==> config.mk <==
export PLATFORM = sky130hd
export DESIGN_NAME = cmc_dir_ctrl
export DESIGN_NICKNAME = d
export VERILOG_FILES = /design/src/cmc_pkg.sv /design/src/cmc_sram_1rw.sv /design/src/cmc_dir_ctrl.sv
export VERILOG_INCLUDE_DIRS = /design/src
export SDC_FILE = /design/constraint.sdc
export NUM_CORES = 1
export LEC_CHECK = 0
export BUFFER_PORTS_ARGS = -buffer_cell sky130_fd_sc_hd__buf_4
export CAP_MARGIN = 10
export CORE_ASPECT_RATIO = 0.9
export CORE_MARGIN = 1.5
export CORE_UTILIZATION = 40
export CTS_BUF_LIST = sky130_fd_sc_hd__clkbuf_2
export CTS_CLUSTER_DIAMETER = 60
export DETAILED_ROUTE_END_ITERATION = 6
export GPL_ROUTABILITY_DRIVEN = 0
export SKIP_CTS_REPAIR_TIMING = 1
export SYNTH_ARGS = -nofsm -noshare
export SYNTH_HDL_FRONTEND = slang
export SYNTH_SLANG_ARGS = --single-unit
export TNS_END_PERCENT = 1
==> constraint.sdc <==
create_clock -name clk_i -period 2.6 [get_ports clk_i]
set_clock_uncertainty 0.05 [all_clocks]
set_input_delay 0 -clock clk_i [delete_from_list [all_inputs] [get_ports clk_i]]
set_output_delay 0 -clock clk_i [all_outputs]
set_load 0.1 [all_outputs]
==> src/cmc_defs.svh <==
// Cache RAM controller geometry
// Way, set and line sizes, word width and directory entry layout.
// A directory entry is {valid, dirty, tag} with the tag in the low bits.

`default_nettype none

`ifndef CMC_DEFS_SVH
`define CMC_DEFS_SVH

`define CMC_WAYS 4
`define CMC_SETS 16
`define CMC_WORDS 4
`define CMC_WORD_W 32
`define CMC_TAG_W 8

// Flag positions above the tag field
`define CMC_DIR_VALID_BIT 9
`define CMC_DIR_DIRTY_BIT 8
`define CMC_DIR_W (`CMC_TAG_W + 2)

`endif

`default_nettype wire

==> src/cmc_pkg.sv <==
// Cache RAM controller types
// Vector types for sets, tags, ways, data and directory entries,
// plus the state encoding of the directory init sweep.

`include "cmc_defs.svh"

`default_nettype none

package cmc_pkg;

    typedef logic [$clog2(`CMC_SETS)-1:0] set_t;
    typedef logic [`CMC_TAG_W-1:0] tag_t;
    typedef logic [`CMC_WAYS-1:0] way_vec_t;
    typedef logic [$clog2(`CMC_WORDS)-1:0] word_idx_t;

    typedef logic [`CMC_WORD_W-1:0] data_word_t;
    typedef logic [`CMC_WORD_W/8-1:0] byte_en_t;

    typedef logic [`CMC_DIR_W-1:0] dir_entry_t;

    // Set and word offset side by side
    typedef logic [$clog2(`CMC_SETS*`CMC_WORDS)-1:0] data_addr_t;

    typedef enum logic {
        INIT_SWEEP,
        INIT_DONE
    } init_state_e;

endpackage

`default_nettype wire

==> src/cmc_sram_1rw.sv <==
// Single-port directory RAM
// Full-entry writes, registered one-cycle reads.
// The read register holds its value until the next read.

`default_nettype none

module cmc_sram_1rw #(
    parameter int DEPTH  = 16,
    parameter int DATA_W = 10
) (
    input  logic                clk_i,
    input  logic                cs_i,
    input  logic                we_i,
    input  cmc_pkg::set_t       addr_i,
    input  cmc_pkg::dir_entry_t wdata_i,
    output cmc_pkg::dir_entry_t rdata_o
);

    logic [DATA_W-1:0] mem [DEPTH];

    always_ff @(posedge clk_i) begin
        if (cs_i) begin
            if (we_i) begin
                mem[addr_i] <= wdata_i;
            end else begin
                rdata_o <= mem[addr_i];
            end
        end
    end

endmodule

`default_nettype wire

==> src/cmc_dir_ctrl.sv <==
// Cache directory controller
// Sweeps all sets clean after reset, then serves tag matches and
// entry updates on one directory RAM per way. The match result
// (hit way and dirty bit) appears the cycle after the match.

`include "cmc_defs.svh"

`default_nettype none

module cmc_dir_ctrl (
    input  logic              clk_i,
    input  logic              rst_ni,
    output logic              ready_o,

    input  logic              dir_match_i,
    input  cmc_pkg::set_t     dir_match_set_i,
    input  cmc_pkg::tag_t     dir_match_tag_i,

    input  logic              dir_updt_i,
    input  cmc_pkg::set_t     dir_updt_set_i,
    input  cmc_pkg::way_vec_t dir_updt_way_i,
    input  logic              dir_updt_valid_i,
    input  logic              dir_updt_dirty_i,
    input  cmc_pkg::tag_t     dir_updt_tag_i,

    output cmc_pkg::way_vec_t dir_hit_way_o,
    output logic              dir_hit_dirty_o
);

    cmc_pkg::init_state_e state_q, state_d;
    cmc_pkg::set_t        init_set_q, init_set_d;

    cmc_pkg::set_t        dir_addr;
    cmc_pkg::way_vec_t    dir_cs;
    cmc_pkg::way_vec_t    dir_we;
    cmc_pkg::dir_entry_t  dir_wentry;
    cmc_pkg::dir_entry_t  dir_rentry [`CMC_WAYS];
    cmc_pkg::way_vec_t    dir_valid;
    cmc_pkg::way_vec_t    dir_dirty;
    cmc_pkg::tag_t        match_tag_q;

    // Init sweep, one set per cycle
    always_comb begin
        state_d    = state_q;
        init_set_d = init_set_q;
        if (state_q == cmc_pkg::INIT_SWEEP) begin
            init_set_d = cmc_pkg::set_t'(init_set_q + 1'b1);
            if (init_set_q == cmc_pkg::set_t'(`CMC_SETS - 1)) begin
                state_d = cmc_pkg::INIT_DONE;
            end
        end
    end

    always_ff @(posedge clk_i or negedge rst_ni) begin
        if (!rst_ni) begin
            state_q    <= cmc_pkg::INIT_SWEEP;
            init_set_q <= '0;
        end else begin
            state_q    <= state_d;
            init_set_q <= init_set_d;
        end
    end

    assign ready_o = (state_q == cmc_pkg::INIT_DONE);

    // Request mux: sweep first, then match, then update
    always_comb begin
        dir_addr   = '0;
        dir_cs     = '0;
        dir_we     = '0;
        dir_wentry = '0;
        if (state_q == cmc_pkg::INIT_SWEEP) begin
            dir_addr = init_set_q;
            dir_cs   = '1;
            dir_we   = '1;
        end else if (dir_match_i) begin
            dir_addr = dir_match_set_i;
            dir_cs   = '1;
        end else if (dir_updt_i) begin
            dir_addr = dir_updt_set_i;
            dir_cs   = dir_updt_way_i;
            dir_we   = dir_updt_way_i;
            dir_wentry[`CMC_DIR_VALID_BIT] = dir_updt_valid_i;
            dir_wentry[`CMC_DIR_DIRTY_BIT] = dir_updt_dirty_i;
            dir_wentry[`CMC_TAG_W-1:0]     = dir_updt_tag_i;
        end
    end

    // Compare in the next cycle against the RAM output of this match
    always_ff @(posedge clk_i) begin
        if (ready_o && dir_match_i) begin
            match_tag_q <= dir_match_tag_i;
        end
    end

    for (genvar w = 0; w < `CMC_WAYS; w++) begin : gen_way
        cmc_sram_1rw #(
            .DEPTH  (`CMC_SETS),
            .DATA_W (`CMC_DIR_W)
        ) u_dir_ram (
            .clk_i   (clk_i),
            .cs_i    (dir_cs[w]),
            .we_i    (dir_we[w]),
            .addr_i  (dir_addr),
            .wdata_i (dir_wentry),
            .rdata_o (dir_rentry[w])
        );

        assign dir_valid[w] = dir_rentry[w][`CMC_DIR_VALID_BIT];
        assign dir_dirty[w] = dir_rentry[w][`CMC_DIR_DIRTY_BIT];

        // Invalid lines never hit
        assign dir_hit_way_o[w] = dir_valid[w] &&
                                  (dir_rentry[w][`CMC_TAG_W-1:0] == match_tag_q);
    end

    assign dir_hit_dirty_o = |(dir_hit_way_o & dir_dirty);

    a_dir_access_onehot: assert property (@(posedge clk_i) disable iff (!rst_ni)
        $onehot0({dir_match_i, dir_updt_i}))
        else $error("cmc_dir_ctrl: match and update in the same cycle");

    // Updates never leave a dirty line that is not valid
    a_dirty_implies_valid: assert property (@(posedge clk_i) disable iff (!rst_ni || !ready_o)
        dir_match_i |=> ((dir_dirty & dir_valid) == dir_dirty))
        else $error("cmc_dir_ctrl: directory entry dirty but not valid");

endmodule

`default_nettype wire

# ---- Word level (Yosys, flattened, before mapping)
# Memories as Yosys holds them, arrays and structs flattened. A register that Yosys moved wholly into a read port is not among the register bits.
# Index checks and enable logic that the tools add are counted.
dict set report op_classes {
  addsub 1
  multipliers 0
  div 0
  n_lt_le_gt_ge 0
  eq_ne 5
  shifts 0
  mux 25
  bitwise 5
  n_reduce_logical 10
}
# op n
set ops {}
lappend ops {{$eq 8x8->1} 4}
lappend ops {{$mux 4} 8}
lappend ops {{$mux 10} 3}
lappend ops {{$mux 1} 14}
lappend ops {{$reduce_and 2->1} 4}
lappend ops {{$logic_and 1x1->1} 5}
lappend ops {{$add 4x1->4 const B} 1}
lappend ops {{$and 4x4->4} 1}
lappend ops {{$eq 4x4->1 const B} 1}
lappend ops {{$not 1->1} 4}
lappend ops {{$reduce_or 4->1} 1}
dict set report word_totals {
  register_bits 13
  latch_bits 0
  ramBits 640
  rom_bits 0
  input_bits 34
  output_inout_bits 6
  memories 4
}
# name depth word_bits read_ports rd_ports_with_merged_regs wr line_no
set memory_table {}
lappend memory_table {{gen_way[0].u_dir_ram.mem} 16 10 1 1 1 cmc_sram_1rw.sv:19} ;# logic [DATA_W-1:0] mem [DEPTH];
lappend memory_table {{gen_way[1].u_dir_ram.mem} 16 10 1 1 1 cmc_sram_1rw.sv:19}
lappend memory_table {{gen_way[2].u_dir_ram.mem} 16 10 1 1 1 cmc_sram_1rw.sv:19}
lappend memory_table {{gen_way[3].u_dir_ram.mem} 16 10 1 1 1 cmc_sram_1rw.sv:19}

# ---- Depth between registers and ports, before layout
dict set report depth {
  ltp_word 6
  mapped_depth 10
  depth_no_buf 6
}

# ---- Hierarchy
# From an unflattened synthesis, not the netlist that was laid out.
dict set report hier_totals {
  hier_cells 1252
  area_unflattened_um2 26784.4
}
# module n_inst cells_each area_per_inst_um2
set by_module_without_submodules {}
lappend by_module_without_submodules {cmc_sram_1rw 4 284 6422.4}
lappend by_module_without_submodules {cmc_dir_ctrl 1 116 1094.8}

# ---- Least setup slack after synthesis
# Ideal clock, no wire load.
dict set report synth_timing {
  kind {register to output}
  startpoint {reg match_tag_q[4]}
  endpoint {out dir_hit_dirty_o}
  arrival_time_ns 5.094
  setup_slack_ns -2.544
  path_stages_with_launch 7
  n_path_buf 0
  cell_sequence {edfxtp_1 -> xor2_1 -> nor4_1 -> nand3_1 -> nor4_1 -> a22oi_1 -> nand2_1}
}
dict set report synth_via {
  elab_chain_len 4
  word_cells_on_any_way 10
}
# element line_no
set synth_rtl {}
lappend synth_rtl {{start, declared} cmc_dir_ctrl.sv:40} ;# cmc_pkg::tag_t match_tag_q;
lappend synth_rtl {{start signal, assigned} cmc_dir_ctrl.sv:92} ;# match_tag_q <= dir_match_tag_i;
lappend synth_rtl {{$eq 8x8->1} cmc_dir_ctrl.sv:114} ;# (dir_rentry[w][`CMC_TAG_W-1:0] == match_tag_q);
lappend synth_rtl {{$logic_and 1x1->1} cmc_dir_ctrl.sv:113} ;# assign dir_hit_way_o[w] = dir_valid[w] &&
lappend synth_rtl {{net dir_hit_way_o[1]} cmc_dir_ctrl.sv:26} ;# output cmc_pkg::way_vec_t dir_hit_way_o,
lappend synth_rtl {{$and 4x4->4} cmc_dir_ctrl.sv:117} ;# assign dir_hit_dirty_o = |(dir_hit_way_o & dir_dirty);
lappend synth_rtl {{$reduce_or 4->1} cmc_dir_ctrl.sv:117}
lappend synth_rtl {{end, declared} cmc_dir_ctrl.sv:27} ;# output logic dir_hit_dirty_o
# The timed path passes the listed nets, and every way through them passes these cells.

# ---- Worst setup path after layout
dict set report layout_timing {
  startpoint {reg match_tag_q[6]}
  endpoint {out dir_hit_dirty_o}
}
dict set report layout_via {
  elab_chain_len 4
  word_cells_on_any_way 10
}
# element line_no
set layout_rtl {}
lappend layout_rtl {{$eq 8x8->1} cmc_dir_ctrl.sv:114}
lappend layout_rtl {{$logic_and 1x1->1} cmc_dir_ctrl.sv:113}
lappend layout_rtl {{$and 4x4->4 (*)} cmc_dir_ctrl.sv:117}
lappend layout_rtl {{$reduce_or 4->1 (*)} cmc_dir_ctrl.sv:117}
# Every way passes the cells marked *; elsewhere a longest branch is shown, timed or not.

==> results by group <==
Global route
  • Vias in the first global route: 17500
  • Total track usage: 21.3%
  • First-pass GRT wire length: 110000 microns
  • Congestion Overflow GR: 0
  • Initial antenna violation count: 4
  • Largest net degree at the start of global routing: 77

Layout
  • Final instance area: 32700 sq um
  • Post-route non-filler standard cell count: 3281
  • Leading cell type in the layout, fill and taps excluded: edfxtp_1
  • Post-synthesis to final-layout area growth: 18.5%
  • Most frequent cells in the layout: edfxtp_1 (688), nand2_1 (463), a21oi_1 (281)
  • Final nets: 2326
  • Layout cell share with drive strength beyond 1: 25.5%

Timing
  • Worst Max-Slew Pin Slew: 1180 ps
  • Slew Viols, Final: 0
  • Fin crit period: 3480 ps
  • Final period utilization: 134%
  • Worst slew margin: 21.3%
  • Fmax: 0.288 GHz
  • Unrepaired setup endpoints after global routing: yes
  • Final Hold Viols: 0
  • Setup ws final: -877 ps
  • Setup-failing EPs final: 91

Worst setup path
  • Slowest library cell on the worst path: edfxtp_1
  • Max Fanout on Critical Path: 3
  • Cells along the critical path: buf_6 -> xor2_2 -> nor4_2 -> nand3_1 -> nor4_4 -> a22oi_2 -> nand2_4 -> buf_12
  • CP Capture Type: primary output
  • WP buf/inv: 2
  • WP data required: 2550 ps
  • WP data arrival: 3430 ps
  • Crit Path Class: reg2out
  • CP delay by family, top: simple AND/OR/NAND/NOR gates
  • Worst stage delay on the critical path: 390 ps
  • Crit path launch type: flip-flop

Detailed routing
  • Via count: 18000
  • Post-route ant nets: 0
  • Final wirelength: 75300 microns
  • 1st-pass router iterations: 7
  • Vias/cell: 5.48
  • DR WL/cell: 22.9 microns
  • Residual DRC: 3
  • Initial DRC count: 1922

Logic synthesis
  • Mapped Cells: 1972
  • Avg Inst Size Synth: 14.0 sq um
  • Sequential fraction of the synthesis area: 75.4%
  • Top area cells in the synthesized netlist: edfxtp_1 (75%), nand2_1 (6.4%), a21oi_1 (5.1%), a22oi_1 (4.4%), o311ai_1 (1.3%)
  • EDFF count, synth: 688
  • Synthesized flop and latch total: 693
  • Yosys cell types: 38
  • YS warnings: 0
  • Asr flop ratio synth: 0.722%
  • Synthesized area: 27600 sq um
  • Post-synth top area share: 74.9%
  • Syn nets: 2007
  • Leading area contributor after synthesis: edfxtp_1
  • Synth Flop Type: edfxtp_1

Clocking
  • CTS tree: built
  • TritonCTS Buffers: 167
  • Number of H-tree levels: 4
  • Clock buffer depth: 3
  • Clock transition at path regs: 110 ps
  • CTS sink cnt: 693
  • Clock Latency Late Sink: 1360 ps
  • Clock Tree Root: clkbuf_2

Floorplanning
  • CORE AREA: 68300 sq um
  • FP Rows: 91
  • Die width: 280 microns
  • Initial Util: 40.4%
  • Die area: 70500 sq um
  • IO Count: 40
  • DIE HEIGHT: 252 microns

Place
  • Area after DPL: 30200 sq um
  • DP HPWL: 43700 microns
  • # port buffers: 39
  • Inst Count DP: 2925

Power
  • Worst vdd ir: 0.319 mV
  • LEAKAGE: 12.3 nW
  • Power density cells: 650 nW/um^2

Min path
  • Hold Crit Class: in2reg

Job
  • # Max-Cap Violations: 0

Status
  • Status: finished, violations left
  • Failing checks: DRC, setup timing
## sequential cells by signal (all words and copies together), names as in the netlist
name / count
match_tag_q: 8
ready_o: 1
gen_way.u_dir_ram.rdata_o: 40
gen_way.u_dir_ram.mem: 640
init_set_q: 4
## cells by family (layout without fill, tap and decap cells)
| logic type | after synthesis | count (layout) | synth area share [%] |
|---|---|---|---|
| flip-flops | 693 | 693 | 75.4 |
| AND/OR/NAND/NOR | 577 | 577 | 8.26 |
| AO/OA/AOI/OAI | 530 | 530 | 12.3 |
| buffers and inverters | 135 | 556 | 2.80 |
| XOR/XNOR | 35 | 35 | 1.11 |
| adder cells (fa/ha/maj) | 1 | 1 | 0.0454 |
| multiplexers | 1 | 1 | 0.0408 |
| other | 0 | 5 | 0 |
## final timing paths
check / start / end / slack [ps] / cells past startpoint
max: match_tag_q[6] / dir_hit_dirty_o / -880 / 8
min: dir_updt_way_i[3] / gen_way[3].u_dir_ram.mem[4][8] / 70 / 7
max reg2reg: ready_o / gen_way[1].u_dir_ram.rdata_o[3] / -220 / 9
min reg2reg: init_set_q[3] / init_set_q[3] / 470 / 1
max in group asynchronous: rst_ni / init_set_q[2] / 2180 / 4
min in group asynchronous: rst_ni / ready_o / 100 / 4
## area by class of cell
cell class / instances / area, sq um
fill: 6016 / 35600
sequential: 693 / 20800
multi-input combinational: 1144 / 6380
timing repair buffer: 284 / 2990
clock buffer: 234 / 1170
tap: 883 / 1100
clock inverter: 37 / 223
antenna: 5 / 12.5
inverter: 1 / 3.75
## tightest hold or removal path, cell delays in order
cell	delay [ps]
dlygate4sd3_1	520
buf_4	100
nand2_1	50
nand2_1	160
nand2_1	210
nor2_2	150
buf_4	150
## synth_stat cells, types with 2 or more instances
cell type	instances
a21oi_1	281
a21oi_2	39
a22oi_1	162
and2_1	2
and3_1	11
and3b_1	2
buf_1	4
buf_2	48
buf_4	7
buf_6	23
clkbuf_1	50
clkbuf_4	2
dfrtp_1	5
edfxtp_1	688
nand2_1	469
nand2b_1	2
nand3_1	4
nand4_1	2
nor2_1	69
nor2_4	2
nor4_1	7
o21a_1	2
o21ai_4	2
o311ai_1	40
or2_2	3
xnor2_1	11
xor2_1	24
## metrics by stage
stage | hold slack [ps] | setup WS (ps) | utilization [%] | TNS (ps) | total power [mW]
floorplan | -346 | -219 | - | -45890 | 13.7
global placement | -231 | -253 | 44.2 | -6120 | 14.4
detailed placement | -230 | -231 | 44.2 | -8490 | 14.4
CTS | -1780 | -1410 | 46.3 | -22780 | 21.3
global route | 66.0 | -1010 | 47.8 | -18650 | 22.2
finish | 74.2 | -877 | 47.8 | -9110 | 21.2
## metal layers
layer  global-route usage [%]  vias up  share of wire [%]
li1                         -     8103                  -
met1                     29.8     8987                 43
met2                     31.3      785                 45
met3                     6.26      113                9.5
met4                     8.17        0                2.1
met5                        0        -                  0
## report_power, final
| part | switching [mW] | internal [mW] | leakage, nW |
|---|---|---|---|
| sequential | 0.0400 | 12.3 | 7.48 |
| clock | 4.24 | 2.68 | 1.10 |
| combinational | 1.28 | 0.677 | 3.69 |
(Power assumes the default switching activity.)
